### config.mk
export PLATFORM = sky130hd
export DESIGN_NAME = exe_top
export DESIGN_NICKNAME = d
export VERILOG_FILES = /design/src/exe_pkg.sv /design/src/exe_if.sv /design/src/exe_alu.sv /design/src/exe_regfile.sv /design/src/exe_mem_branch.sv /design/src/exe_top.sv
export SDC_FILE = /design/constraint.sdc
export NUM_CORES = 2
export LEC_CHECK = 0
export BUFFER_PORTS_ARGS = -buffer_cell sky130_fd_sc_hd__buf_2
export CAP_MARGIN = 10
export CORE_MARGIN = 5
export CORE_UTILIZATION = 45
export CTS_BUF_LIST = sky130_fd_sc_hd__clkbuf_8
export CTS_CLUSTER_DIAMETER = 40
export DETAILED_ROUTE_END_ITERATION = 6
export PLACE_DENSITY = 0.67
export SLEW_MARGIN = 20
export SYNTH_ARGS = -nofsm -noshare
export SYNTH_HDL_FRONTEND = slang
export SYNTH_HIERARCHICAL = 1
export SYNTH_SLANG_ARGS = --single-unit
### constraint.sdc
create_clock -name clk_i -period 10 [get_ports clk_i]
set_input_delay 0.5 -clock clk_i [delete_from_list [all_inputs] [get_ports clk_i]]
set_output_delay 0.5 -clock clk_i [all_outputs]
set_load 0.02 [all_outputs]
### src/exe_pkg.sv
package exe_pkg;

    ////////////////////
    // widths
    localparam int XLEN     = 32;
    localparam int REG_AW   = 5;
    localparam int NUM_REGS = 32;
    localparam int IMM_W    = 16;
    localparam int JADDR_W  = 26;
    localparam int CODE_W   = 6;   // opcode and funct

    localparam int SP_IDX   = 29;
    localparam int LINK_IDX = 31;  // jal link

    ////////////////////
    // opcodes
    localparam logic [CODE_W-1:0] OP_RTYPE = 6'h00;
    localparam logic [CODE_W-1:0] OP_J     = 6'h02;
    localparam logic [CODE_W-1:0] OP_JAL   = 6'h03;
    localparam logic [CODE_W-1:0] OP_BEQ   = 6'h04;
    localparam logic [CODE_W-1:0] OP_BNE   = 6'h05;
    localparam logic [CODE_W-1:0] OP_ADDI  = 6'h08;
    localparam logic [CODE_W-1:0] OP_ADDIU = 6'h09;
    localparam logic [CODE_W-1:0] OP_SLTI  = 6'h0a;
    localparam logic [CODE_W-1:0] OP_SLTIU = 6'h0b;
    localparam logic [CODE_W-1:0] OP_ANDI  = 6'h0c;
    localparam logic [CODE_W-1:0] OP_ORI   = 6'h0d;
    localparam logic [CODE_W-1:0] OP_XORI  = 6'h0e;
    localparam logic [CODE_W-1:0] OP_LUI   = 6'h0f;
    localparam logic [CODE_W-1:0] OP_LW    = 6'h23;
    localparam logic [CODE_W-1:0] OP_SW    = 6'h2b;

    ////////////////////
    // funct codes
    localparam logic [CODE_W-1:0] FN_SLL  = 6'h00;
    localparam logic [CODE_W-1:0] FN_SRL  = 6'h02;
    localparam logic [CODE_W-1:0] FN_SRA  = 6'h03;
    localparam logic [CODE_W-1:0] FN_SLLV = 6'h04;
    localparam logic [CODE_W-1:0] FN_SRLV = 6'h06;
    localparam logic [CODE_W-1:0] FN_SRAV = 6'h07;
    localparam logic [CODE_W-1:0] FN_JR   = 6'h08;
    localparam logic [CODE_W-1:0] FN_ADD  = 6'h20;
    localparam logic [CODE_W-1:0] FN_ADDU = 6'h21;
    localparam logic [CODE_W-1:0] FN_SUB  = 6'h22;
    localparam logic [CODE_W-1:0] FN_SUBU = 6'h23;
    localparam logic [CODE_W-1:0] FN_AND  = 6'h24;
    localparam logic [CODE_W-1:0] FN_OR   = 6'h25;
    localparam logic [CODE_W-1:0] FN_XOR  = 6'h26;
    localparam logic [CODE_W-1:0] FN_NOR  = 6'h27;
    localparam logic [CODE_W-1:0] FN_SLT  = 6'h2a;
    localparam logic [CODE_W-1:0] FN_SLTU = 6'h2b;

    typedef logic [REG_AW-1:0] reg_idx_t;
    typedef logic [XLEN-1:0]   word_t;

    localparam word_t SP_RESET = 32'h0000_3fff;

    typedef struct packed {
        logic [CODE_W-1:0] opcode;
        reg_idx_t          rs;
        reg_idx_t          rt;
        reg_idx_t          rd;
        logic [REG_AW-1:0] shamt;
        logic [CODE_W-1:0] funct;
    } instr_r_t;

    typedef struct packed {
        logic [CODE_W-1:0] opcode;
        reg_idx_t          rs;
        reg_idx_t          rt;
        logic [IMM_W-1:0]  imm;
    } instr_i_t;

    typedef struct packed {
        logic [CODE_W-1:0]  opcode;
        logic [JADDR_W-1:0] target;
    } instr_j_t;

    typedef union packed {
        instr_r_t r;
        instr_i_t i;
        instr_j_t j;
    } instr_u;

endpackage

### src/exe_if.sv
// operand read port, indices out, data back the same cycle
interface rd_if;
    exe_pkg::reg_idx_t rs_idx;
    exe_pkg::reg_idx_t rt_idx;
    exe_pkg::word_t    rs_data;
    exe_pkg::word_t    rt_data;

    modport alu (
        output rs_idx,
        output rt_idx,
        input  rs_data,
        input  rt_data
    );

    modport rf (
        input  rs_idx,
        input  rt_idx,
        output rs_data,
        output rt_data
    );
endinterface

interface wr_if;
    logic              wr_en;
    exe_pkg::reg_idx_t wr_idx;
    exe_pkg::word_t    wr_data;

    modport arbiter (
        output wr_en,
        output wr_idx,
        output wr_data
    );

    modport rf (
        input  wr_en,
        input  wr_idx,
        input  wr_data
    );
endinterface

### src/exe_alu.sv
module exe_alu (
    input  logic                         instr_valid_i,
    input  exe_pkg::instr_u              instr_i,
    input  exe_pkg::word_t               pc_plus4_i,
    rd_if.alu                            rd,
    output logic                         alu_wr_en_o,
    output exe_pkg::reg_idx_t            alu_wr_idx_o,
    output exe_pkg::word_t               alu_wr_data_o,
    output logic                         is_lw_o,
    output logic                         is_sw_o,
    output logic                         is_beq_o,
    output logic                         is_bne_o,
    output logic                         is_jump_o,
    output logic [exe_pkg::JADDR_W-1:0]  jump_target_o,
    output exe_pkg::word_t               mem_addr_o,
    output exe_pkg::word_t               store_data_o,
    output logic                         rs_eq_rt_o,
    output logic [exe_pkg::IMM_W-1:0]    branch_off_o
);
    import exe_pkg::*;

    word_t rs_val;
    word_t rt_val;
    word_t imm_zx;
    word_t imm_sx;
    logic  is_rtype;
    logic  is_jr;
    logic  wr_en;

    assign rd.rs_idx = instr_i.r.rs;
    assign rd.rt_idx = instr_i.r.rt;
    assign rs_val    = rd.rs_data;
    assign rt_val    = rd.rt_data;

    assign imm_zx = {{(XLEN-IMM_W){1'b0}}, instr_i.i.imm};
    assign imm_sx = {{(XLEN-IMM_W){instr_i.i.imm[IMM_W-1]}}, instr_i.i.imm};

    assign is_rtype = (instr_i.r.opcode == OP_RTYPE);
    assign is_jr    = is_rtype && (instr_i.r.funct == FN_JR);

    always_comb begin
        wr_en         = 1'b0;
        alu_wr_idx_o  = instr_i.i.rt;  // lw target also travels here
        alu_wr_data_o = '0;
        if (is_rtype) begin
            alu_wr_idx_o = instr_i.r.rd;
            wr_en        = 1'b1;
            case (instr_i.r.funct)
                FN_SLL:          alu_wr_data_o = rt_val << instr_i.r.shamt;
                FN_SRL:          alu_wr_data_o = rt_val >> instr_i.r.shamt;
                FN_SRA:          alu_wr_data_o = $signed(rt_val) >>> instr_i.r.shamt;
                FN_SLLV:         alu_wr_data_o = rt_val << rs_val[REG_AW-1:0];
                FN_SRLV:         alu_wr_data_o = rt_val >> rs_val[REG_AW-1:0];
                FN_SRAV:         alu_wr_data_o = $signed(rt_val) >>> rs_val[REG_AW-1:0];
                FN_ADD, FN_ADDU: alu_wr_data_o = rs_val + rt_val;
                FN_SUB, FN_SUBU: alu_wr_data_o = rs_val - rt_val;
                FN_AND:          alu_wr_data_o = rs_val & rt_val;
                FN_OR:           alu_wr_data_o = rs_val | rt_val;
                FN_XOR:          alu_wr_data_o = rs_val ^ rt_val;
                FN_NOR:          alu_wr_data_o = ~(rs_val | rt_val);
                FN_SLT:          alu_wr_data_o = word_t'($signed(rs_val) < $signed(rt_val));
                FN_SLTU:         alu_wr_data_o = word_t'(rs_val < rt_val);
                default:         wr_en = 1'b0;  // jr and unknown funct
            endcase
        end else begin
            wr_en = 1'b1;
            case (instr_i.i.opcode)
                OP_ADDI, OP_ADDIU: alu_wr_data_o = rs_val + imm_zx;
                OP_SLTI:  alu_wr_data_o = word_t'($signed(rs_val) < $signed(imm_sx));
                OP_SLTIU: alu_wr_data_o = word_t'(rs_val < imm_zx);
                OP_ANDI:  alu_wr_data_o = rs_val & imm_zx;
                OP_ORI:   alu_wr_data_o = rs_val | imm_zx;
                OP_XORI:  alu_wr_data_o = rs_val ^ imm_zx;
                OP_LUI:   alu_wr_data_o = {instr_i.i.imm, {(XLEN-IMM_W){1'b0}}};
                OP_JAL: begin
                    alu_wr_idx_o  = reg_idx_t'(LINK_IDX);
                    alu_wr_data_o = pc_plus4_i;
                end
                default:  wr_en = 1'b0;  // lw, sw, branches, j
            endcase
        end
    end

    assign alu_wr_en_o = instr_valid_i && wr_en;

    ////////////////////
    // class strobes
    assign is_lw_o   = instr_valid_i && (instr_i.i.opcode == OP_LW);
    assign is_sw_o   = instr_valid_i && (instr_i.i.opcode == OP_SW);
    assign is_beq_o  = instr_valid_i && (instr_i.i.opcode == OP_BEQ);
    assign is_bne_o  = instr_valid_i && (instr_i.i.opcode == OP_BNE);
    assign is_jump_o = instr_valid_i
                       && (is_jr || instr_i.j.opcode == OP_J || instr_i.j.opcode == OP_JAL);

    assign jump_target_o = is_jr ? rs_val[JADDR_W-1:0] : instr_i.j.target;
    assign mem_addr_o    = rs_val + imm_zx;  // zero-extended offset
    assign store_data_o  = rt_val;
    assign rs_eq_rt_o    = (rs_val == rt_val);
    assign branch_off_o  = instr_i.i.imm;

endmodule

### src/exe_regfile.sv
module exe_regfile (
    input  logic clk_i,
    input  logic arst_n_i,
    rd_if.rf     rd,
    wr_if.rf     wr
);
    import exe_pkg::*;

    word_t regs [NUM_REGS];

    always_ff @(posedge clk_i or negedge arst_n_i) begin
        if (!arst_n_i) begin
            for (int k = 0; k < NUM_REGS; k++) begin
                regs[k] <= (k == SP_IDX) ? SP_RESET : '0;  // sp starts at top
            end
        end else if (wr.wr_en && (wr.wr_idx != '0)) begin
            regs[wr.wr_idx] <= wr.wr_data;
        end
    end

    // r0 hardwired
    assign rd.rs_data = (rd.rs_idx == '0) ? '0 : regs[rd.rs_idx];
    assign rd.rt_data = (rd.rt_idx == '0) ? '0 : regs[rd.rt_idx];

endmodule

### src/exe_mem_branch.sv
module exe_mem_branch (
    input  logic                         clk_i,
    input  logic                         arst_n_i,
    input  exe_pkg::word_t               data_load_i,
    input  logic                         alu_wr_en_i,
    input  exe_pkg::reg_idx_t            alu_wr_idx_i,
    input  exe_pkg::word_t               alu_wr_data_i,
    input  logic                         is_lw_i,
    input  logic                         is_sw_i,
    input  logic                         is_beq_i,
    input  logic                         is_bne_i,
    input  logic                         is_jump_i,
    input  logic [exe_pkg::JADDR_W-1:0]  jump_target_i,
    input  exe_pkg::word_t               mem_addr_i,
    input  exe_pkg::word_t               store_data_i,
    input  logic                         rs_eq_rt_i,
    input  logic [exe_pkg::IMM_W-1:0]    branch_off_i,
    wr_if.arbiter                        wr,
    output exe_pkg::word_t               data_addr_o,
    output logic                         data_wen_o,
    output exe_pkg::word_t               data_store_o,
    output logic                         j_valid_o,
    output logic [exe_pkg::JADDR_W-1:0]  j_addr_o,
    output logic                         b_valid_o,
    output logic [exe_pkg::IMM_W-1:0]    b_addr_o
);
    import exe_pkg::*;

    reg_idx_t ld_idx_q;  // zero means no load pending
    logic     ld_wr;

    always_ff @(posedge clk_i or negedge arst_n_i) begin
        if (!arst_n_i) begin
            ld_idx_q   <= '0;
            j_valid_o  <= 1'b0;
            b_valid_o  <= 1'b0;
            data_wen_o <= 1'b0;
        end else begin
            ld_idx_q   <= is_lw_i ? alu_wr_idx_i : '0;
            j_valid_o  <= is_jump_i;
            b_valid_o  <= (is_beq_i && rs_eq_rt_i) || (is_bne_i && !rs_eq_rt_i);
            data_wen_o <= is_sw_i;
        end
    end

    always_ff @(posedge clk_i) begin
        if (is_jump_i) begin
            j_addr_o <= jump_target_i;
        end
        if (is_beq_i || is_bne_i) begin
            b_addr_o <= branch_off_i;
        end
        if (is_lw_i || is_sw_i) begin
            data_addr_o <= mem_addr_i;
        end
        if (is_sw_i) begin
            data_store_o <= store_data_i;
        end
    end

    ////////////////////
    // write port, load wins
    assign ld_wr = (ld_idx_q != '0);

    assign wr.wr_en   = ld_wr || alu_wr_en_i;
    assign wr.wr_idx  = ld_wr ? ld_idx_q : alu_wr_idx_i;
    assign wr.wr_data = ld_wr ? data_load_i : alu_wr_data_i;  // alu result dropped

endmodule

### src/exe_top.sv
module exe_top (
    input  logic                         clk_i,
    input  logic                         arst_n_i,
    input  logic                         instr_valid_i,
    input  exe_pkg::word_t               instr_i,
    input  exe_pkg::word_t               pc_plus4_i,
    input  exe_pkg::word_t               data_load_i,
    output exe_pkg::word_t               data_addr_o,
    output logic                         data_wen_o,
    output exe_pkg::word_t               data_store_o,
    output logic                         j_valid_o,
    output logic [exe_pkg::JADDR_W-1:0]  j_addr_o,
    output logic                         b_valid_o,
    output logic [exe_pkg::IMM_W-1:0]    b_addr_o
);
    import exe_pkg::*;

    logic               alu_wr_en;
    reg_idx_t           alu_wr_idx;
    word_t              alu_wr_data;
    logic               is_lw;
    logic               is_sw;
    logic               is_beq;
    logic               is_bne;
    logic               is_jump;
    logic [JADDR_W-1:0] jump_target;
    word_t              mem_addr;
    word_t              store_data;
    logic               rs_eq_rt;
    logic [IMM_W-1:0]   branch_off;

    rd_if rd_bus ();
    wr_if wr_bus ();

    exe_alu i_alu (
        .instr_valid_i (instr_valid_i),
        .instr_i       (instr_i),
        .pc_plus4_i    (pc_plus4_i),
        .rd            (rd_bus),
        .alu_wr_en_o   (alu_wr_en),
        .alu_wr_idx_o  (alu_wr_idx),
        .alu_wr_data_o (alu_wr_data),
        .is_lw_o       (is_lw),
        .is_sw_o       (is_sw),
        .is_beq_o      (is_beq),
        .is_bne_o      (is_bne),
        .is_jump_o     (is_jump),
        .jump_target_o (jump_target),
        .mem_addr_o    (mem_addr),
        .store_data_o  (store_data),
        .rs_eq_rt_o    (rs_eq_rt),
        .branch_off_o  (branch_off)
    );

    exe_regfile i_regfile (
        .clk_i    (clk_i),
        .arst_n_i (arst_n_i),
        .rd       (rd_bus),
        .wr       (wr_bus)
    );

    exe_mem_branch i_mem_branch (
        .clk_i         (clk_i),
        .arst_n_i      (arst_n_i),
        .data_load_i   (data_load_i),
        .alu_wr_en_i   (alu_wr_en),
        .alu_wr_idx_i  (alu_wr_idx),
        .alu_wr_data_i (alu_wr_data),
        .is_lw_i       (is_lw),
        .is_sw_i       (is_sw),
        .is_beq_i      (is_beq),
        .is_bne_i      (is_bne),
        .is_jump_i     (is_jump),
        .jump_target_i (jump_target),
        .mem_addr_i    (mem_addr),
        .store_data_i  (store_data),
        .rs_eq_rt_i    (rs_eq_rt),
        .branch_off_i  (branch_off),
        .wr            (wr_bus),
        .data_addr_o   (data_addr_o),
        .data_wen_o    (data_wen_o),
        .data_store_o  (data_store_o),
        .j_valid_o     (j_valid_o),
        .j_addr_o      (j_addr_o),
        .b_valid_o     (b_valid_o),
        .b_addr_o      (b_addr_o)
    );

endmodule

* After elaboration in Yosys (flattened, before gate mapping) *
Cells that the tools add are included.
Widths: inputs -> output; s select.

cells by class
  reductions and logical operators = 29
  add/subtract/negate cells = 3
  bitwise gates (word level) = 10
  shifts and indexed selects = 6
  equal/unequal tests = 31
  multiplexer cells = 23
  order comparisons = 8

operator list
  cell                number
  $bwmux 1024         1
  $pmux 32 s14        1
  $bmux 32 s5         2
  $mux 32             9
  $pmux 32 s8         1
  $demux 32 s5        1
  $eq 6x6->1 const B  12
  $lt 32x16->1        2
  $lt 32x32->1        2
  $shl 32x5->32       2
  $shr 32x5->32       2
  $sshr 32x5->32      2
  $eq 6x4->1 const B  9
  $add 32x16->32      1
  $add 32x32->32      1
  $and 32x16->32      1
  $and 32x32->32      1
  $eq 32x32->1        1
  $not 32->32         1
  $or 32x16->32       1
  $or 32x32->32       1
  $sub 32x32->32      1
  $xor 32x16->32      1
  $xor 32x32->32      1
  other kinds (17)    53

storage, ports and cells
  output and inout port bits = 109
  input bits = 99
  flip-flop bits (word level) = 1138
  word-level logic and storage cells = 150

* Longest topological paths before layout *
  word-level depth = 11
  depth in mapped cells = 25

* Modules after synthesis *
Netlist, hierarchy kept.

modules (own cells, without submodules)
  module          area an instance (µm²)  seq. area each (µm²)  cells each  instances
  exe_regfile     54448.5                 25642.1               3619        1
  exe_alu         17311.6                 0.0                   2614        1
  exe_mem_branch  4011.3                  3383.2                165         1

* Least setup slack after synthesis *
No wires, ideal clock.

  path type = input-to-reg
  from = in instr_i[22]
  to = reg i_regfile/regs[492] (netlist bit)
  cell stages on the path = 23
  setup time = 0.125 ns
  data arrival time = 6.069 ns
  data required time = 9.875 ns
  slack = 3.806 ns
  cells stage by stage = buf_4 > buf_4 > buf_4 > nor2b_1 > buf_2 > a221oi_1 > o21ai_0 > a311oi_1 > inv_1 > ha_1 > clkbuf_1 > nor2b_1 > o21ba_2 > or4b_2 > a31oi_1 > xnor2_1 > o221ai_1 > nor4_1 > a21oi_1 > or4_1 > mux2_4 > clkbuf_1 > mux2_2

on the way
  elaborated cells on any way between the ends = 24
  those cells by class = 3 x add/sub; 3 x shift; 9 x mux; 8 x bitwise; 1 x reduce/logical

RTL lines
  element                                             line                          text
  from (decl)                                         exe_top.sv:5                  input exe_pkg::word_t instr_i,
  $not 5->6 (implied by the code)                     exe_regfile.sv:22             assign rd.rs_data = (rd.rs_idx == '0) ? '0 : regs[rd.rs_idx];
  $bmux 32 s5                                         exe_regfile.sv:22
  $mux 32 (implied by the code) (2 in a row)          exe_regfile.sv:22
  $mux 32 *                                           exe_regfile.sv:22
  named net rd_bus.rs_data[4]                         exe_if.sv:5                   exe_pkg::word_t rs_data;
  $sub 32x32->32 (tied with other cells)              exe_alu.sv:56                 FN_SUB, FN_SUBU: alu_wr_data_o = rs_val - rt_val;
  $pmux 32 s14 / $pmux 32 s8 (equally long branches)  exe_alu.sv:48, exe_alu.sv:67
  $mux 32 *                                           exe_alu.sv:45                 if (is_rtype) begin
  named net alu_wr_data[12]                           exe_top.sv:20                 word_t alu_wr_data;
  $mux 32 *                                           exe_mem_branch.sv:67          assign wr.wr_data = ld_wr ? data_load_i : alu_wr_data_i;
  named net wr_bus.wr_data[12]                        exe_if.sv:26                  exe_pkg::word_t wr_data;
  $bwmux 1024 *                                       exe_regfile.sv:17             regs[wr.wr_idx] <= wr.wr_data;
  to (signal, indexed assignment)                     exe_regfile.sv:14             regs[k] <= (k == SP_IDX) ? SP_RESET : '0;
  to (signal, indexed assignment)                     exe_regfile.sv:17
  to (decl)                                           exe_regfile.sv:9              word_t regs [NUM_REGS];

The timed path passes the listed nets; every way through them passes the cells marked *. The select of a mux whose other input is x is not followed.
A chain may end at the register's enable or synchronous reset.

* Worst setup path in the final report *
  from = in instr_i[21]
  to = reg i_regfile/regs[540] (netlist bit)

on the way
  elaborated cells on any way between the ends = 24
  those cells by class = 3 x add/sub; 3 x shift; 9 x mux; 8 x bitwise; 1 x reduce/logical

RTL lines
  element                                             line
  $not 5->6 (implied by the code)                     exe_regfile.sv:22
  $bmux 32 s5                                         exe_regfile.sv:22
  $mux 32 (implied by the code) (2 in a row)          exe_regfile.sv:22
  $mux 32 *                                           exe_regfile.sv:22
  named net rd_bus.rs_data[17]                        exe_if.sv:5
  $sub 32x32->32 (tied with other cells)              exe_alu.sv:56
  $pmux 32 s14 / $pmux 32 s8 (equally long branches)  exe_alu.sv:48, exe_alu.sv:67
  $mux 32 *                                           exe_alu.sv:45
  named net alu_wr_data[28]                           exe_top.sv:20
  $mux 32 *                                           exe_mem_branch.sv:67
  named net wr_bus.wr_data[28]                        exe_if.sv:26
  $bwmux 1024 *                                       exe_regfile.sv:17

Marked as above.

==> impl_metrics.env <==
export IMPL_pre_cts_ws_ps=1240
export IMPL_fmax_mhz=121
export IMPL_vias=62200
export IMPL_dp_hpwl_um=231000
export IMPL_synthDistinctLibCells=109
export IMPL_ys_seq_area_share_pct=38.3
export IMPL_ant_nets=0
export IMPL_criticalPathCategory="input port to register"
export IMPL_stdcell_area_um2=84000
export IMPL_leakage_uw=0.0369
export IMPL_cts_reportedPaths_clkPinSlew_ps=50
export IMPL_worstSetupStartpointType="input port"
export IMPL_fin_util_pct=50.2
export IMPL_htreeDepth=4
export IMPL_die_y_um=420
export IMPL_ys_flop_type="dfrtp_1"
export IMPL_drv_slew=0
export IMPL_core_area_um2=167000
export IMPL_finalClockSkew_ps=50.4
export IMPL_yosys_area_top_type="dfrtp_1"
export IMPL_required_ps=10800
export IMPL_grt_max_degree=193
export IMPL_finalHoldViolations=0
export IMPL_grtUsageTotal_pct=37.7
export IMPL_violations="design-rule violations"
export IMPL_synth_most_common_cell="mux2_2"
export IMPL_period_share_pct=82.9
export IMPL_cp_max_fo=45
export IMPL_dieArea_um2=177000
export IMPL_hold_class="input port to register"
export IMPL_cp_end_kind="register"
export IMPL_slew_limit_headroom_pct=17.2
export IMPL_rsz0062_at_grt="false"
export IMPL_syn_to_final_growth_pct=10.8
export IMPL_finalCriticalPeriod_ps=8290
export IMPL_synth_net_count=6678
export IMPL_synth_cell_area_um2=75800
export IMPL_initial_core_util_pct=45.3
export IMPL_synth_area_top_cells="dfrtp_1 (34%), mux2_2 (16%), mux4_2 (14%)"
export IMPL_grt_pass1_wl_um=473000
export IMPL_power_density_nw_per_um2=141
export IMPL_grt_overflow=0
export IMPL_drtPass1Iterations=7
export IMPL_async_flop_share_pct=90.7
export IMPL_clk_latency_ps=960
export IMPL_drt_total_wl_um=338000
export IMPL_whs_path_depth=4
export IMPL_wl_per_cell_um=38.5
export IMPL_grt_pass1_vias=61800
export IMPL_r2r_start="i_regfile/regs[905]"
export IMPL_fillerInstances=14600
export IMPL_worstMarginPinSlew_ps=1240
export IMPL_worstHoldStart="instr_valid_i"
export IMPL_die_w_um=420
export IMPL_worstPathArrival_ps=9090
export IMPL_drt_iter0_markers=8348
export IMPL_slowest_stage="a311oi_2"
export IMPL_r2r_end="i_regfile/regs[540]"
export IMPL_synth_edf_count=106
export IMPL_max_stage_delay_ps=1050
export IMPL_tritoncts="done"
export IMPL_r2r_cells=18
export IMPL_drv_cap=0
export IMPL_fin_ws_ps=1710
export IMPL_cts_resized=0
export IMPL_setup_viol=0
export IMPL_drc=5
export IMPL_placed_cell_area_um2=79300
export IMPL_r2r_slack_ps=2480
export IMPL_avgSynthCellArea_um2=11.8
export IMPL_cts_buffer_depth=3
export IMPL_layout_nets=6667
export IMPL_vdd_drop_max_uv=148
export IMPL_synth_common_cells="mux2_2 (1069), dfrtp_1 (1018), mux4_2 (464)"
export IMPL_port_buffer_count=207
export IMPL_cts_setup_buffers=0
export IMPL_viasPerCell=7.08
export IMPL_cp_cell_sequence="buf_6 -> clkinv_2 -> buf_12 -> nor2_1 -> buf_4 -> a22oi_1 -> a311oi_2 -> inv_1 -> ha_1 -> nor2_1 -> a221o_1 -> nor3_1 -> a21oi_1 -> and4_1 -> nor4_1 -> a31oi_1 -> nand3b_1 -> mux2_2 -> mux2_2"
export IMPL_drive_above_1_share_pct=38.7
export IMPL_clkSinkCount=1138
export IMPL_gp_congestion=1.07
export IMPL_antenna_found_initial=24
export IMPL_setup_tns_ps=0
export IMPL_cts_root_buffer="clkbuf_8"
export IMPL_rows=150
export IMPL_finalHoldWorstSlack_ps=95.7
export IMPL_synth_top_area_share_pct=33.6
export IMPL_ios=208
export IMPL_synth_seq_cells=1138
export IMPL_cts_buffers=205
export IMPL_status="complete, but fails checks"
export IMPL_syn_inst=6398
export IMPL_holdPathEnd="i_mem_branch/b_valid_o"
export IMPL_yosysWarnings=6
-- cells in the final DEF (no fill, tap or decap), types with 74 or more instances in the layout --
master,n
a211oi_1,194
a21oi_1,177
a221oi_1,74
a22oi_1,107
buf_2,199
buf_4,259
clkbuf_8,241
dfrtp_1,1018
edfxtp_1,106
ha_1,178
inv_1,190
mux2_2,1069
mux2i_1,208
mux4_2,464
nand2_1,302
nand3_1,80
nor2_1,174
nor2b_1,85
o21ai_0,265
xnor2_1,76
-- timing repair --
item | CTS | global route
endpoints found under the hold margin | 98 | 0
endpoints found under the setup margin | 0 | 0
hold buffers | 14 | 0
-- how the worst max path moves through the flow --
stage	cells after the start	endpoint	startpoint
after floorplan	23	i_regfile/regs[492]	instr_i[22]
after global placement	19	i_regfile/regs[156]	instr_i[21]
after detailed placement	19	i_regfile/regs[60]	instr_i[21]
after CTS	19	i_regfile/regs[60]	instr_i[21]
after global routing	19	i_regfile/regs[92]	instr_i[21]
final	19	i_regfile/regs[540]	instr_i[21]
-- registers in the layout (all words and copies together) (netlist names) --
register and cells:
i_regfile/regs 1024, i_mem_branch/data_addr_o 32, i_mem_branch/data_store_o 32, i_mem_branch/j_addr_o 26, i_mem_branch/b_addr_o 16, i_mem_branch/ld_idx_q 5, i_mem_branch/b_valid_o 1, i_mem_branch/data_wen_o 1
i_mem_branch/j_valid_o 1
-- final cells by class --
class,instances,area (um^2),share of cell area (%)
clock inverters,142,1170,1.39
well taps,2204,2760,3.28
inverters,129,487,0.580
diodes,19,47.5,0.0566
repair buffers,491,3430,4.08
multi-input cells,4422,43700,52.1
flip-flops and latches,1138,29000,34.6
clock buffers,241,3320,3.95
-- layer usage --
| metal | track usage, % | share of wire (%) | vias up | wire (um) |
|---|---|---|---|---|
| li1 | - | - | 24700 | - |
| met2 | 55.5 | 43 | 4064 | 147000 |
| met4 | 24.8 | 7.9 | 14 | 26800 |
| met3 | 9.59 | 10 | 1120 | 34700 |
| met1 | 49.3 | 39 | 32400 | 130000 |
| met5 | 0 | 0.025 | - | 84 |
-- critical path, delay by kind of cell --
| kind | cells | cell delay [ps] |
|---|---|---|
| and+or+nand+nor | 6 | 2330 |
| buffers and inverters | 5 | 2310 |
| adders and majority gates | 1 | 610 |
| muxes | 2 | 880 |
| AOI/OAI and AO/OA | 5 | 2240 |
-- kinds of logic after synthesis --
kind of cell	Yosys count	share of synthesized area, %
mux	1769	32.9
simple gates	1003	6.64
flops	1138	38.3
compound gates	1381	12.9
buf+inv	838	5.14
xor+xnor	88	1.02
fa+ha+maj	181	3.02
-- power breakdown --
group | total (uW) | internal [uW] | switching (uW) | leakage, uW
sequential | 4770 | 4730 | 38.6 | 0.0153
clock | 4770 | 2650 | 2120 | 0.00253
combinational | 2290 | 675 | 1610 | 0.0191
-- per-stage QoR --
stage          instances  total power (uW)
3_3_place_gp        8368              7040
3_5_place_dp        8369              7040
5_1_grt             8772             12200
2_1_floorplan       6398              6060
6_report            8786             11800
4_1_cts             8766             11800
No activity file was read; power rests on OpenSTA's default activity.
